`config.mk`:
```
export PLATFORM = sky130hd
export DESIGN_NAME = kem_ctrl_top
export DESIGN_NICKNAME = d
export VERILOG_FILES = /design/src/verilog/kem_ctrl_pkg.sv /design/src/verilog/step_counter.sv /design/src/verilog/phase_decoder.sv /design/src/verilog/step_sequencer.sv /design/src/verilog/core_cmd_expander.sv /design/src/verilog/kem_ctrl_top.sv
export SDC_FILE = /design/constraint.sdc
export NUM_CORES = 1
export LEC_CHECK = 0
export BUFFER_PORTS_ARGS = -buffer_cell sky130_fd_sc_hd__buf_2
export CORE_MARGIN = 3
export CORE_UTILIZATION = 45
export CTS_CLUSTER_SIZE = 30
export DETAILED_ROUTE_END_ITERATION = 8
export GPL_ROUTABILITY_DRIVEN = 0
export GPL_TIMING_DRIVEN = 0
export PLACE_DENSITY = 0.68
export RECOVER_POWER = 25
export SLEW_MARGIN = 20
export SYNTH_ARGS = -nofsm -noshare
export SYNTH_HDL_FRONTEND = slang
export SYNTH_SLANG_ARGS = --single-unit
```
`constraint.sdc`:
```
create_clock -name i_clk -period 7.1 [get_ports i_clk]
set_input_delay 0.355 -clock i_clk [delete_from_list [all_inputs] [get_ports i_clk]]
set_output_delay 0.355 -clock i_clk [all_outputs]
set_load 0.02 [all_outputs]
```
`src/verilog/kem_ctrl_pkg.sv`:
```
`default_nettype none

package kem_ctrl_pkg;

  ////////////////////////////////////////
  // Commands and phases
  ////////////////////////////////////////

  // Encoding kept compatible with the full command set
  typedef enum logic [2:0] {
    cmd_no_cmd      = 3'd0,
    cmd_keygen      = 3'd2,
    cmd_setup_test  = 3'd5,
    cmd_add_entropy = 3'd6
  } top_cmd_e;

  typedef enum logic [3:0] {
    ph_gen_a             = 4'd0,
    ph_keygen_prng       = 4'd1,
    ph_keygen_mid        = 4'd2,
    ph_keygen_post_gen_a = 4'd3,
    ph_setup_test        = 4'd4,
    ph_add_entropy       = 4'd5
  } phase_e;

  // Longest phase and longest phase list
  localparam int MAX_STEPS  = 10;
  localparam int MAX_PHASES = 4;

  typedef logic [15:0] row_idx_t;

  ////////////////////////////////////////
  // Step descriptors
  ////////////////////////////////////////

  typedef enum logic [3:0] {
    sk_generic     = 4'd0,
    sk_ki_byte     = 4'd1,
    sk_ki_zeros    = 4'd2,
    sk_k_single    = 4'd3,
    sk_k_long_out  = 4'd4,
    sk_k_long_in   = 4'd5,
    sk_k_out_state = 4'd6,
    sk_k_in_state  = 4'd7,
    sk_m           = 4'd8,
    sk_gen_a_k_out = 4'd9
  } step_kind_e;

  // Hub endpoints
  typedef logic [3:0] hub_unit_t;
  localparam hub_unit_t HUB_NONE        = 4'b0000;
  localparam hub_unit_t HUB_KECCAK      = 4'b0001;
  localparam hub_unit_t HUB_OUTER       = 4'b0010;
  localparam hub_unit_t HUB_MEM_AND_MUL = 4'b0100;
  localparam hub_unit_t HUB_SEED_A      = 4'b1000;

  typedef logic [4:0] mem_cmd_t;
  localparam mem_cmd_t MEM_NONE               = 5'd0;
  localparam mem_cmd_t MEM_OUT_RNG_STATE      = 5'd1;
  localparam mem_cmd_t MEM_IN_RNG_STATE       = 5'd2;
  localparam mem_cmd_t MEM_IN_SEED_SE         = 5'd3;
  localparam mem_cmd_t MEM_OUT_SEED_SE        = 5'd4;
  localparam mem_cmd_t MEM_IN_S_ROW_FIRST     = 5'd5;
  localparam mem_cmd_t MEM_IN_B_COL_FIRST     = 5'd6;
  localparam mem_cmd_t MEM_OUT_B_COL_FIRST    = 5'd7;
  localparam mem_cmd_t MEM_IN_U               = 5'd8;
  localparam mem_cmd_t MEM_IN_SALT            = 5'd9;
  // B += S * A^T with A streamed in row by row
  localparam mem_cmd_t MEM_BPLEQ_S_TIMES_IN_AT = 5'd10;

  // Byte for the hash input or a permutation cycle count
  typedef logic [8:0] step_param_t;

  typedef struct packed {
    step_kind_e  kind;
    logic        k_is_last;
    logic        k_is_sampled;
    step_param_t param;
    mem_cmd_t    m_cmd;
    hub_unit_t   h_dst;
    hub_unit_t   h_src;
  } step_desc_t;

  ////////////////////////////////////////
  // Core command word
  ////////////////////////////////////////

  typedef logic [7:0] core_unit_mask_t;
  localparam core_unit_mask_t UNIT_K_IN  = 8'b1000_0000;
  localparam core_unit_mask_t UNIT_K_OUT = 8'b0100_0000;
  localparam core_unit_mask_t UNIT_O_OUT = 8'b0010_0000;
  localparam core_unit_mask_t UNIT_O_IN  = 8'b0001_0000;
  localparam core_unit_mask_t UNIT_M     = 8'b0000_1000;
  localparam core_unit_mask_t UNIT_S     = 8'b0000_0100;
  localparam core_unit_mask_t UNIT_H     = 8'b0000_0010;
  localparam core_unit_mask_t UNIT_K     = 8'b0000_0001;

  typedef logic [9:0] o_len_t;

  typedef logic [1:0] ki_mode_t;
  localparam ki_mode_t KI_FORWARD    = 2'd0;
  localparam ki_mode_t KI_SEND_BYTE  = 2'd1;
  localparam ki_mode_t KI_SEND_ZEROS = 2'd2;

  typedef logic [3:0] k_mode_t;
  localparam k_mode_t K_MODE_PLAIN     = 4'b0000;
  localparam k_mode_t K_MODE_LONG_IN   = 4'b0001;
  localparam k_mode_t K_MODE_OUT_STATE = 4'b0011;
  localparam k_mode_t K_MODE_IN_STATE  = 4'b0100;
  localparam k_mode_t K_MODE_GEN_A     = 4'b1000;

  typedef struct packed {
    o_len_t      o_in_len;
    o_len_t      o_out_len;
    logic [7:0]  k_in_byte;
    logic        k_in_not_last;
    ki_mode_t    k_in_mode;
    logic        k_out_not_last;
    logic        k_out_sampled;
    hub_unit_t   h_dst;
    hub_unit_t   h_src;
    mem_cmd_t    m_cmd;
    k_mode_t     k_mode;
    step_param_t k_cycles;
    logic        k_flag;
    logic        s_in;
    logic        s_out;
  } core_cmd_t;

endpackage

`default_nettype wire

```
`src/verilog/step_counter.sv`:
```
`default_nettype none

module step_counter #(
  parameter int MAX_STEPS = 10
) (
  input  wire                           i_clk,
  input  wire                           i_rst_n,
  input  wire                           i_restart,
  input  wire [$clog2(MAX_STEPS+1)-1:0] i_num_steps,
  input  wire                           i_consume,
  output logic                          o_busy,
  output logic [MAX_STEPS-1:0]          o_step,
  output logic                          o_last
);

  localparam int CNT_W = $clog2(MAX_STEPS + 1);

  logic [CNT_W-1:0]     num_steps_q;
  logic [MAX_STEPS-1:0] last_step;

  // One-hot position of the final step
  assign last_step = {{(MAX_STEPS-1){1'b0}}, 1'b1} << (num_steps_q - CNT_W'(1));
  assign o_last    = o_busy && (o_step == last_step);

  always_ff @(posedge i_clk or negedge i_rst_n) begin
    if (!i_rst_n) begin
      o_busy      <= 1'b0;
      o_step      <= '0;
      num_steps_q <= '0;
    end else if (i_restart) begin
      o_busy      <= 1'b1;
      o_step      <= {{(MAX_STEPS-1){1'b0}}, 1'b1};
      num_steps_q <= i_num_steps;
    end else if (o_busy && i_consume) begin
      if (o_last) begin
        o_busy <= 1'b0;
        o_step <= '0;
      end else begin
        o_step <= o_step << 1;
      end
    end
  end

  // The next phase is only started once this one has drained
  assert property (@(posedge i_clk) disable iff (!i_rst_n) i_restart |-> !o_busy);

endmodule

`default_nettype wire

```
`src/verilog/phase_decoder.sv`:
```
`default_nettype none

module phase_decoder #(
  parameter int NUM_ROWS = 1344
) (
  input  wire                         i_clk,
  input  wire                         i_rst_n,
  input  wire kem_ctrl_pkg::top_cmd_e i_cmd,
  output logic                        o_cmd_can_receive,
  output kem_ctrl_pkg::phase_e        o_phase,
  output logic                        o_phase_start,
  output kem_ctrl_pkg::row_idx_t      o_row_idx,
  input  wire                         i_phase_done
);

  import kem_ctrl_pkg::*;

  localparam int IDX_W = $clog2(MAX_PHASES);
  typedef logic [IDX_W-1:0] phase_idx_t;

  // Slot of the row generation phase in the keygen list
  localparam phase_idx_t GEN_A_IDX = phase_idx_t'(2);

  top_cmd_e   cmd_q;
  phase_idx_t idx_q;
  logic       test_q;
  logic       accept;
  logic       in_gen_a;
  logic       more_rows;
  phase_idx_t first_idx;

  function automatic phase_e phase_of(top_cmd_e cmd, phase_idx_t idx);
    phase_e ph;
    ph = ph_add_entropy;
    if (cmd == cmd_setup_test) begin
      ph = ph_setup_test;
    end else if (cmd == cmd_keygen) begin
      case (idx)
        phase_idx_t'(0): ph = ph_keygen_prng;
        phase_idx_t'(1): ph = ph_keygen_mid;
        GEN_A_IDX:       ph = ph_gen_a;
        default:         ph = ph_keygen_post_gen_a;
      endcase
    end
    return ph;
  endfunction

  function automatic phase_idx_t last_idx(top_cmd_e cmd);
    return (cmd == cmd_keygen) ? phase_idx_t'(MAX_PHASES - 1) : phase_idx_t'(0);
  endfunction

  assign accept    = o_cmd_can_receive && (i_cmd != cmd_no_cmd);
  // A test run of keygen starts at the mid phase
  assign first_idx = (i_cmd == cmd_keygen && test_q) ? phase_idx_t'(1) : phase_idx_t'(0);
  assign in_gen_a  = (cmd_q == cmd_keygen) && (idx_q == GEN_A_IDX);
  assign more_rows = in_gen_a && (o_row_idx != row_idx_t'(NUM_ROWS - 1));

  always_ff @(posedge i_clk or negedge i_rst_n) begin
    if (!i_rst_n) begin
      o_cmd_can_receive <= 1'b1;
      cmd_q             <= cmd_no_cmd;
      idx_q             <= '0;
      test_q            <= 1'b0;
      o_phase           <= ph_gen_a;
      o_phase_start     <= 1'b0;
      o_row_idx         <= '0;
    end else begin
      o_phase_start <= 1'b0;
      if (accept) begin
        o_cmd_can_receive <= 1'b0;
        cmd_q             <= i_cmd;
        idx_q             <= first_idx;
        test_q            <= 1'b0;
        o_phase           <= phase_of(i_cmd, first_idx);
        o_phase_start     <= 1'b1;
        o_row_idx         <= '0;
      end else if (i_phase_done) begin
        if (in_gen_a) begin
          o_row_idx <= o_row_idx + 1'b1;
        end
        if (more_rows) begin
          // Same phase again for the next matrix row
          o_phase_start <= 1'b1;
        end else if (idx_q != last_idx(cmd_q)) begin
          idx_q         <= idx_q + 1'b1;
          o_phase       <= phase_of(cmd_q, idx_q + 1'b1);
          o_phase_start <= 1'b1;
        end else begin
          o_cmd_can_receive <= 1'b1;
          test_q            <= (cmd_q == cmd_setup_test);
        end
      end
    end
  end

  // The host keeps the command idle while one is running
  assert property (@(posedge i_clk) disable iff (!i_rst_n)
    !o_cmd_can_receive |-> (i_cmd == cmd_no_cmd));

endmodule

`default_nettype wire

```
`src/verilog/step_sequencer.sv`:
```
`default_nettype none

module step_sequencer (
  input  wire                         i_clk,
  input  wire                         i_rst_n,
  input  wire kem_ctrl_pkg::phase_e   i_phase,
  input  wire                         i_phase_start,
  input  wire kem_ctrl_pkg::row_idx_t i_row_idx,
  input  wire                         i_consume,
  output kem_ctrl_pkg::step_desc_t    o_step,
  output logic                        o_step_valid,
  output logic                        o_phase_done
);

  import kem_ctrl_pkg::*;

  localparam int CNT_W = $clog2(MAX_STEPS + 1);

  logic [CNT_W-1:0]     num_steps;
  logic [MAX_STEPS-1:0] step_oh;
  logic [CNT_W-1:0]     idx;
  logic                 last;

  // Keccak, ki and memory ops that do not move data over the hub
  function automatic step_desc_t op(step_kind_e kind, step_param_t param, mem_cmd_t m_cmd);
    return '{kind, 1'b0, 1'b0, param, m_cmd, HUB_NONE, HUB_NONE};
  endfunction

  // Hub transfer from src to dst
  function automatic step_desc_t mv(hub_unit_t dst, hub_unit_t src, mem_cmd_t m_cmd,
                                    logic is_last, logic sampled);
    return '{sk_generic, is_last, sampled, 9'd0, m_cmd, dst, src};
  endfunction

  always_comb begin
    case (i_phase)
      ph_gen_a:             num_steps = CNT_W'(4);
      ph_keygen_prng:       num_steps = CNT_W'(10);
      ph_keygen_mid:        num_steps = CNT_W'(9);
      ph_keygen_post_gen_a: num_steps = CNT_W'(4);
      ph_setup_test:        num_steps = CNT_W'(4);
      default:              num_steps = CNT_W'(5);
    endcase
  end

  step_counter #(
    .MAX_STEPS(MAX_STEPS)
  ) u_step_counter (
    .i_clk      (i_clk),
    .i_rst_n    (i_rst_n),
    .i_restart  (i_phase_start),
    .i_num_steps(num_steps),
    .i_consume  (i_consume),
    .o_busy     (o_step_valid),
    .o_step     (step_oh),
    .o_last     (last)
  );

  assign o_phase_done = o_step_valid && last && i_consume;

  always_comb begin
    idx = '0;
    for (int i = 0; i < MAX_STEPS; i++) begin
      if (step_oh[i]) idx = CNT_W'(i);
    end
  end

  ////////////////////////////////////////
  // Step tables
  ////////////////////////////////////////

  always_comb begin
    o_step = op(sk_generic, '0, MEM_NONE);
    case (i_phase)
      ph_gen_a: begin
        case (idx)
          0: o_step = op(sk_ki_byte, {1'b0, i_row_idx[7:0]}, MEM_NONE);
          1: o_step = op(sk_ki_byte, {1'b0, i_row_idx[15:8]}, MEM_NONE);
          2: o_step = mv(HUB_KECCAK, HUB_SEED_A, MEM_NONE, 1'b1, 1'b0);
          3: begin
            o_step      = mv(HUB_MEM_AND_MUL, HUB_KECCAK, MEM_NONE, 1'b0, 1'b0);
            o_step.kind = sk_gen_a_k_out;
          end
        endcase
      end
      ph_keygen_prng: begin
        // seedSE and seedA from the RNG state, then the state is refreshed
        case (idx)
          0: o_step = op(sk_ki_byte, 9'h00, MEM_NONE);
          1: o_step = mv(HUB_KECCAK, HUB_MEM_AND_MUL, MEM_OUT_RNG_STATE, 1'b1, 1'b0);
          2: o_step = op(sk_k_single, '0, MEM_NONE);
          3: o_step = mv(HUB_OUTER, HUB_KECCAK, MEM_NONE, 1'b0, 1'b0);
          4: o_step = mv(HUB_MEM_AND_MUL, HUB_KECCAK, MEM_IN_SEED_SE, 1'b0, 1'b0);
          5: o_step = mv(HUB_SEED_A, HUB_KECCAK, MEM_NONE, 1'b1, 1'b0);
          6: o_step = op(sk_k_single, '0, MEM_NONE);
          7: o_step = op(sk_ki_byte, 9'h01, MEM_NONE);
          8: o_step = mv(HUB_KECCAK, HUB_MEM_AND_MUL, MEM_OUT_RNG_STATE, 1'b1, 1'b0);
          9: o_step = mv(HUB_MEM_AND_MUL, HUB_KECCAK, MEM_IN_RNG_STATE, 1'b1, 1'b0);
        endcase
      end
      ph_keygen_mid: begin
        // Sample S and E, hash seedA, then queue the multiply
        case (idx)
          0: o_step = op(sk_k_long_out, 9'd317, MEM_NONE);
          1: o_step = op(sk_ki_byte, 9'h5f, MEM_NONE);
          2: o_step = mv(HUB_KECCAK, HUB_MEM_AND_MUL, MEM_OUT_SEED_SE, 1'b1, 1'b0);
          3: o_step = mv(HUB_MEM_AND_MUL, HUB_KECCAK, MEM_IN_S_ROW_FIRST, 1'b0, 1'b1);
          4: o_step = mv(HUB_MEM_AND_MUL, HUB_KECCAK, MEM_IN_B_COL_FIRST, 1'b1, 1'b1);
          5: o_step = op(sk_k_single, '0, MEM_NONE);
          6: o_step = mv(HUB_KECCAK, HUB_SEED_A, MEM_NONE, 1'b1, 1'b0);
          7: o_step = mv(HUB_SEED_A, HUB_KECCAK, MEM_NONE, 1'b1, 1'b0);
          8: o_step = op(sk_m, '0, MEM_BPLEQ_S_TIMES_IN_AT);
        endcase
      end
      ph_keygen_post_gen_a: begin
        // Public key hash over seedA and B
        case (idx)
          0: o_step = op(sk_k_long_in, 9'd159, MEM_NONE);
          1: o_step = mv(HUB_KECCAK, HUB_SEED_A, MEM_NONE, 1'b0, 1'b0);
          2: o_step = mv(HUB_KECCAK, HUB_MEM_AND_MUL, MEM_OUT_B_COL_FIRST, 1'b1, 1'b0);
          3: o_step = mv(HUB_OUTER, HUB_KECCAK, MEM_NONE, 1'b1, 1'b0);
        endcase
      end
      ph_setup_test: begin
        case (idx)
          0: o_step = mv(HUB_MEM_AND_MUL, HUB_OUTER, MEM_IN_SEED_SE, 1'b0, 1'b0);
          1: o_step = mv(HUB_MEM_AND_MUL, HUB_OUTER, MEM_IN_U, 1'b0, 1'b0);
          2: o_step = mv(HUB_MEM_AND_MUL, HUB_OUTER, MEM_IN_SALT, 1'b0, 1'b0);
          3: o_step = mv(HUB_SEED_A, HUB_OUTER, MEM_NONE, 1'b0, 1'b0);
        endcase
      end
      default: begin
        // Fold 512 outside bits into the RNG state
        case (idx)
          0: o_step = op(sk_k_single, '0, MEM_NONE);
          1: o_step = op(sk_ki_byte, 9'h05, MEM_NONE);
          2: o_step = mv(HUB_KECCAK, HUB_MEM_AND_MUL, MEM_OUT_RNG_STATE, 1'b0, 1'b0);
          3: o_step = mv(HUB_KECCAK, HUB_OUTER, MEM_NONE, 1'b1, 1'b0);
          4: o_step = mv(HUB_MEM_AND_MUL, HUB_KECCAK, MEM_IN_RNG_STATE, 1'b1, 1'b0);
        endcase
      end
    endcase
  end

  // A valid step always lies inside its phase table
  assert property (@(posedge i_clk) disable iff (!i_rst_n)
    o_step_valid |-> (o_step.kind != sk_generic) || (o_step.h_dst != HUB_NONE) ||
                     (o_step.h_src != HUB_NONE));

endmodule

`default_nettype wire

```
`src/verilog/core_cmd_expander.sv`:
```
`default_nettype none

module core_cmd_expander (
  input  wire kem_ctrl_pkg::step_desc_t  i_step,
  input  wire                            i_step_valid,
  output kem_ctrl_pkg::core_cmd_t        o_core_cmd,
  output kem_ctrl_pkg::core_unit_mask_t  o_core_has_any
);

  import kem_ctrl_pkg::*;

  core_unit_mask_t mask_raw;
  hub_unit_t       hub_any;
  logic            k_run;
  logic            o2k;
  logic            k2o;

  assign hub_any = i_step.h_dst | i_step.h_src;
  // Kinds that run the permutation itself
  assign k_run   = i_step.kind inside {sk_k_single, sk_k_long_out, sk_k_long_in,
                                       sk_k_out_state, sk_k_in_state};
  assign o2k     = (i_step.h_dst == HUB_KECCAK) && (i_step.h_src == HUB_OUTER);
  assign k2o     = (i_step.h_dst == HUB_OUTER) && (i_step.h_src == HUB_KECCAK);

  ////////////////////////////////////////
  // Unit mask
  ////////////////////////////////////////

  assign mask_raw = (|(i_step.h_dst & HUB_KECCAK) ? UNIT_K_IN : '0)
                  | (|(i_step.h_src & HUB_KECCAK) ? UNIT_K_OUT : '0)
                  | (|(i_step.h_dst & HUB_OUTER) ? UNIT_O_OUT : '0)
                  | (|(i_step.h_src & HUB_OUTER) ? UNIT_O_IN : '0)
                  | (|(hub_any & HUB_MEM_AND_MUL) ? UNIT_M : '0)
                  | (|(hub_any & HUB_SEED_A) ? UNIT_S : '0)
                  | (|hub_any ? UNIT_H : '0)
                  | (i_step.kind inside {sk_ki_byte, sk_ki_zeros} ? UNIT_K_IN : '0)
                  | (k_run ? UNIT_K : '0)
                  | ((i_step.kind == sk_m) ? UNIT_M : '0)
                  | ((i_step.kind == sk_gen_a_k_out) ? (UNIT_K | UNIT_H | UNIT_K_OUT) : '0);

  assign o_core_has_any = i_step_valid ? mask_raw : '0;

  ////////////////////////////////////////
  // Command word
  ////////////////////////////////////////

  always_comb begin
    o_core_cmd                = '0;
    o_core_cmd.o_in_len       = o2k ? o_len_t'(16) : o_len_t'(0);
    o_core_cmd.o_out_len      = k2o ? o_len_t'(4) : o_len_t'(0);
    o_core_cmd.k_in_byte      = i_step.param[7:0];
    o_core_cmd.k_in_not_last  = ~i_step.k_is_last;
    o_core_cmd.k_in_mode      = (i_step.kind == sk_ki_byte)  ? KI_SEND_BYTE :
                                (i_step.kind == sk_ki_zeros) ? KI_SEND_ZEROS : KI_FORWARD;
    o_core_cmd.k_out_not_last = ~i_step.k_is_last;
    o_core_cmd.k_out_sampled  = i_step.k_is_sampled;
    o_core_cmd.h_dst          = i_step.h_dst;
    o_core_cmd.h_src          = i_step.h_src;
    o_core_cmd.m_cmd          = i_step.m_cmd;
    o_core_cmd.s_in           = |(i_step.h_dst & HUB_SEED_A);
    o_core_cmd.s_out          = |(i_step.h_src & HUB_SEED_A);

    // Keccak mode, cycle count and run flag
    case (i_step.kind)
      sk_gen_a_k_out: begin
        o_core_cmd.k_mode   = K_MODE_GEN_A;
        o_core_cmd.k_cycles = 9'd8;
        o_core_cmd.k_flag   = 1'b1;
      end
      sk_k_single: begin
        o_core_cmd.k_mode   = K_MODE_PLAIN;
        o_core_cmd.k_cycles = 9'd1;
        o_core_cmd.k_flag   = 1'b1;
      end
      sk_k_long_in: begin
        o_core_cmd.k_mode   = K_MODE_LONG_IN;
        o_core_cmd.k_cycles = i_step.param;
        o_core_cmd.k_flag   = 1'b1;
      end
      sk_k_long_out: begin
        o_core_cmd.k_mode   = K_MODE_PLAIN;
        o_core_cmd.k_cycles = i_step.param;
        o_core_cmd.k_flag   = 1'b1;
      end
      sk_k_out_state: begin
        o_core_cmd.k_mode   = K_MODE_OUT_STATE;
        o_core_cmd.k_cycles = 9'd160;
      end
      sk_k_in_state: begin
        o_core_cmd.k_mode   = K_MODE_IN_STATE;
        o_core_cmd.k_cycles = 9'd1;
        o_core_cmd.k_flag   = 1'b1;
      end
      default: begin
        o_core_cmd.k_mode = K_MODE_PLAIN;
      end
    endcase
  end

  // A valid step from the sequencer always reaches some unit
  always_comb begin
    if (i_step_valid) begin
      assert (mask_raw != '0);
    end
  end

endmodule

`default_nettype wire

```
`src/verilog/kem_ctrl_top.sv`:
```
`default_nettype none

module kem_ctrl_top #(
  parameter int NUM_ROWS = 1344
) (
  input  wire                           i_clk,
  input  wire                           i_rst_n,
  input  wire kem_ctrl_pkg::top_cmd_e   i_cmd,
  output logic                          o_cmd_can_receive,
  output kem_ctrl_pkg::core_cmd_t       o_core_cmd,
  output kem_ctrl_pkg::core_unit_mask_t o_core_has_any,
  input  wire                           i_core_consume
);

  import kem_ctrl_pkg::*;

  phase_e     phase;
  logic       phase_start;
  logic       phase_done;
  row_idx_t   row_idx;
  step_desc_t step_desc;
  logic       step_valid;

  // Decode: command to phases
  phase_decoder #(
    .NUM_ROWS(NUM_ROWS)
  ) u_phase_decoder (
    .i_clk            (i_clk),
    .i_rst_n          (i_rst_n),
    .i_cmd            (i_cmd),
    .o_cmd_can_receive(o_cmd_can_receive),
    .o_phase          (phase),
    .o_phase_start    (phase_start),
    .o_row_idx        (row_idx),
    .i_phase_done     (phase_done)
  );

  // Execute: phase to steps
  step_sequencer u_step_sequencer (
    .i_clk        (i_clk),
    .i_rst_n      (i_rst_n),
    .i_phase      (phase),
    .i_phase_start(phase_start),
    .i_row_idx    (row_idx),
    .i_consume    (i_core_consume),
    .o_step       (step_desc),
    .o_step_valid (step_valid),
    .o_phase_done (phase_done)
  );

  // Result: step to core word and unit mask
  core_cmd_expander u_core_cmd_expander (
    .i_step        (step_desc),
    .i_step_valid  (step_valid),
    .o_core_cmd    (o_core_cmd),
    .o_core_has_any(o_core_has_any)
  );

endmodule

`default_nettype wire

```
==> flow_metrics.py <==
metrics = {
    "outcome": {
        "outcome": "complete, but fails checks",
        "violations": "max-capacitance violations, max-slew violations",
    },
    "sta": {
        "fin_crit_ps": 3740,
        "relSlewSlack_pct": -54.7,
        "hold_viol": 0,
        "fin_skew_ps": 13.7,
        "finalMaxSlewViolations": 43,
        "fmax_mhz": 267,
        "period_share_pct": 52.7,
        "tns_ps": 0,
        "rsz0062_at_grt": "no",
        "finalSetupViolCount": 0,
        "tightest_slew_ps": 2320,
    },
    "clock_network": {
        "cts_setup_buffers": 0,
        "cts_buffers": 5,
        "root_buffer": "clkbuf_8",
        "post_cts_resized": 0,
        "cts_sinks": 42,
        "hold_buffers": 0,
        "clk-insertion-delay-late_ps": 310,
        "h-tree-depth": 2,
        "cts.clk_slew.worst_paths_ps": 100,
        "cts_tree": "yes",
        "cts_buffer_depth": 2,
    },
    "critical_path": {
        "cp_top_family": "simple AND/OR/NAND/NOR gates",
        "max_stage_delay_ps": 660,
        "worst-path-max-fanout": 10,
        "startpoint_type": "flip-flop",
        "crit_chain": "clkbuf_1 -> or3_1 -> nor4_1 -> o31ai_1 -> clkbuf_1 -> a211o_1 -> o21ai_0 -> and2_1 -> buf_2",
        "crit_buf_inv": 3,
        "cp_common_cell": "clkbuf_1",
        "crit_type": "reg -> out",
        "slowest_stage": "nor4_1",
        "critical_path_arrival_ps": 3390,
        "cp.required_ps": 6740,
        "endpoint_kind": "primary output",
    },
    "logic_synthesis": {
        "avgSynthCellArea_um2": 7.69,
        "synth_edf_count": 0,
        "synth_area_leader_cell": "dfrtp_1",
        "synthArstFlopShare_pct": 100,
        "yosysWarnings": 0,
        "synth_seq_cells": 42,
        "synth_cells": 477,
        "ys_seq_area_share_pct": 28.7,
        "synth_area_leaders": "dfrtp_1, buf_4, nand2_1, nor2_1, o21ai_0",
        "netlist_area_um2": 3670,
        "ys_types": 65,
        "ys.flop_type": "dfrtp_1",
        "synth_top_area_share_pct": 28.0,
    },
    "global_route": {
        "busiest_layer": "met2",
        "grt_use_met1_pct": 33.0,
        "gr-usage-met3_pct": 4.22,
        "grt_pass1_wl_mm": 18.0,
        "grt_start_max_net_pins": 43,
        "grtUsageMet2_pct": 39.7,
        "antenna_found_initial": 0,
        "grt_pass1_vias": 3615,
        "grt_usage_pct": 24.6,
        "grt_overflow": 0,
    },
    "die": {
        "coreArea_um2": 7810,
        "rows": 32,
        "dieArea_um2": 9270,
        "start_util_pct": 47.0,
        "die_w_um": 96.3,
        "io_pins": 77,
        "die_h_um": 96.3,
    },
    "power_and_ir_drop": {
        "ir_worst_vdd_v": 0.000114,
        "total_leakage_power_nw": 1.95,
        "power_density_nw_per_um2": 117,
    },
    "cells_and_area": {
        "final_area_um2": 4280,
        "num_antenna_cells": 0,
        "post-route-util_pct": 54.9,
        "nFillCells": 780,
        "regArea_um2": 1050,
        "final_nets": 567,
        "multi_input_area_um2": 2300,
        "synthToLayoutAreaGrowth_pct": 16.7,
        "drive_above_1_share_pct": 19.5,
    },
    "job": {
        "cap_violations": 1,
    },
    "routing": {
        "wl_per_cell_um": 17.1,
        "drtIter0Drc": 425,
        "vias": 4042,
        "wirelength_mm": 11.3,
        "drc_errors": 0,
        "first_pass_iters": 5,
        "ant_nets": 0,
        "via_per_inst": 6.11,
    },
    "placed_design": {
        "numPortBuffers": 52,
        "place_area_um2": 4150,
        "dp_hpwl_mm": 8.41,
    },
    "min_path": {
        "hold_class": "in -> reg",
    },
}
==> kinds of logic (layout without fill, tap and decap cells) <==
group / Yosys count / after routing / synth area share (%)
simple gates: 200 / 200 / 29.1
compound gates: 149 / 149 / 27.2
buf+inv: 72 / 132 / 11.0
flops: 42 / 42 / 28.7
mux: 8 / 8 / 2.35
fa+ha+maj: 3 / 3 / 1.02
xor+xnor: 2 / 2 / 0.477
other cells: 1 / 23 / 0.102
==> synth_stat cells, types with 4 or more instances <==
library cell  instances
nand2_1              47
nor2_1               43
dfrtp_1              41
o21ai_0              32
a21oi_1              30
buf_4                29
clkbuf_1             26
nor3_1               18
inv_1                11
nand3_1              11
o31ai_1              11
a22o_1               10
nand2b_1              9
nor2b_1               9
a22oi_1               8
o22ai_1               8
o21a_1                7
or3_1                 7
or4_1                 7
and2_1                6
and3_1                6
o221ai_1              6
mux2_2                5
nand4_1               5
nor3b_1               5
nor4_1                5
o31a_1                5
a31oi_1               4
nor4b_1               4
o21bai_1              4
o41ai_1               4
or2_2                 4
==> sequential cells by signal, indices dropped and copies added (netlist names) <==
| signal | cells |
|---|---|
| u_phase_decoder.idx_q | 2 |
| u_phase_decoder.o_row_idx | 16 |
| u_step_sequencer.u_step_counter.num_steps_q | 4 |
| u_phase_decoder.test_q | 1 |
| u_phase_decoder.o_phase | 3 |
| u_phase_decoder.o_phase_start | 1 |
| u_phase_decoder.cmd_q | 3 |
| u_phase_decoder.o_cmd_can_receive | 1 |
| u_step_sequencer.u_step_counter.o_busy | 1 |
| u_step_sequencer.u_step_counter.o_step | 10 |
==> cell usage in the layout, fill, tap and decap left out, drive strengths merged, types with 7 or more instances in the layout <==
cell and instances:
a21oi 30, a22o 10, a22oi 8, buf 86
clkbuf 32, conb 23, dfrtp 41, inv 11
nand2 47, nand2b 9, nand3 11, nor2 43
nor2b 9, nor3 18, o21a 7, o21ai 32
o22ai 8, o31ai 11, or3 7, or4 9
==> area by class of cell <==
type,count,share of cell area [%]
multi-input cells,385,53.7
flip-flops and latches,42,24.6
plain buffers,61,8.50
repair buffers,52,6.05
well taps,102,2.98
clock buffers,5,1.61
clock inverters,3,1.61
inverters,11,0.964
==> worst reg2reg max path, delay by kind of cell, from the launching register on <==
family	cells	cell delay (ps)
AOI/OAI and AO/OA	3	890
buffers and inverters	1	410
DFF	1	330
and+or+nand+nor	3	1300
==> metrics by stage <==
stage / hold slack (ps) / total power, mW / worst slack, ps / std cells
after global placement: 494 / 0.272 / 3790 / 653
final: 306 / 0.502 / 3360 / 661
after detailed placement: 501 / 0.273 / 3830 / 653
after global routing: 339 / 0.516 / 3200 / 661
after CTS: 251 / 0.504 / 3480 / 661
after floorplan: 59.4 / 0.265 / 3740 / 499
==> per-layer routing <==
layer  wire (um)  share of wire, %  up-vias
met4         349               3.1        0
met1        4810                43     1924
met5           0                 0        -
met2        5350                47      196
met3         769               6.8       45
li1            -                 -     1877
==> worst paths after layout <==
check                                                                            from                                                    end  slack [ps]  cells after the start
max in group asynchronous                                                     i_rst_n                   u_phase_decoder.idx_q[1]$_DFFE_PN0P_        5040                      1
worst min-delay path                                                         i_cmd[2]                   u_phase_decoder.cmd_q[2]$_DFFE_PN0P_         310                      3
worst max-delay path            u_step_sequencer.u_step_counter.o_step[8]$_DFFE_PN0P_                                      o_core_has_any[6]        3360                      9
worst min register to register                   u_phase_decoder.cmd_q[2]$_DFFE_PN0P_                   u_phase_decoder.cmd_q[2]$_DFFE_PN0P_         520                      2
worst max register to register  u_step_sequencer.u_step_counter.o_step[8]$_DFFE_PN0P_  u_step_sequencer.u_step_counter.o_step[6]$_DFFE_PN0P_        4070                      7
min in group asynchronous                                                     i_rst_n               u_phase_decoder.o_row_idx[4]$_DFFE_PN0P_         740                      1
==> report_power, final <==
| group | switching, mW | internal (mW) | leakage, nW |
|---|---|---|---|
| combinational | 0.0195 | 0.00952 | 1.30 |
| sequential | 0 | 0.239 | 0.583 |
| clock | 0.0928 | 0.141 | 0.0683 |
(Power assumes the default switching activity.)
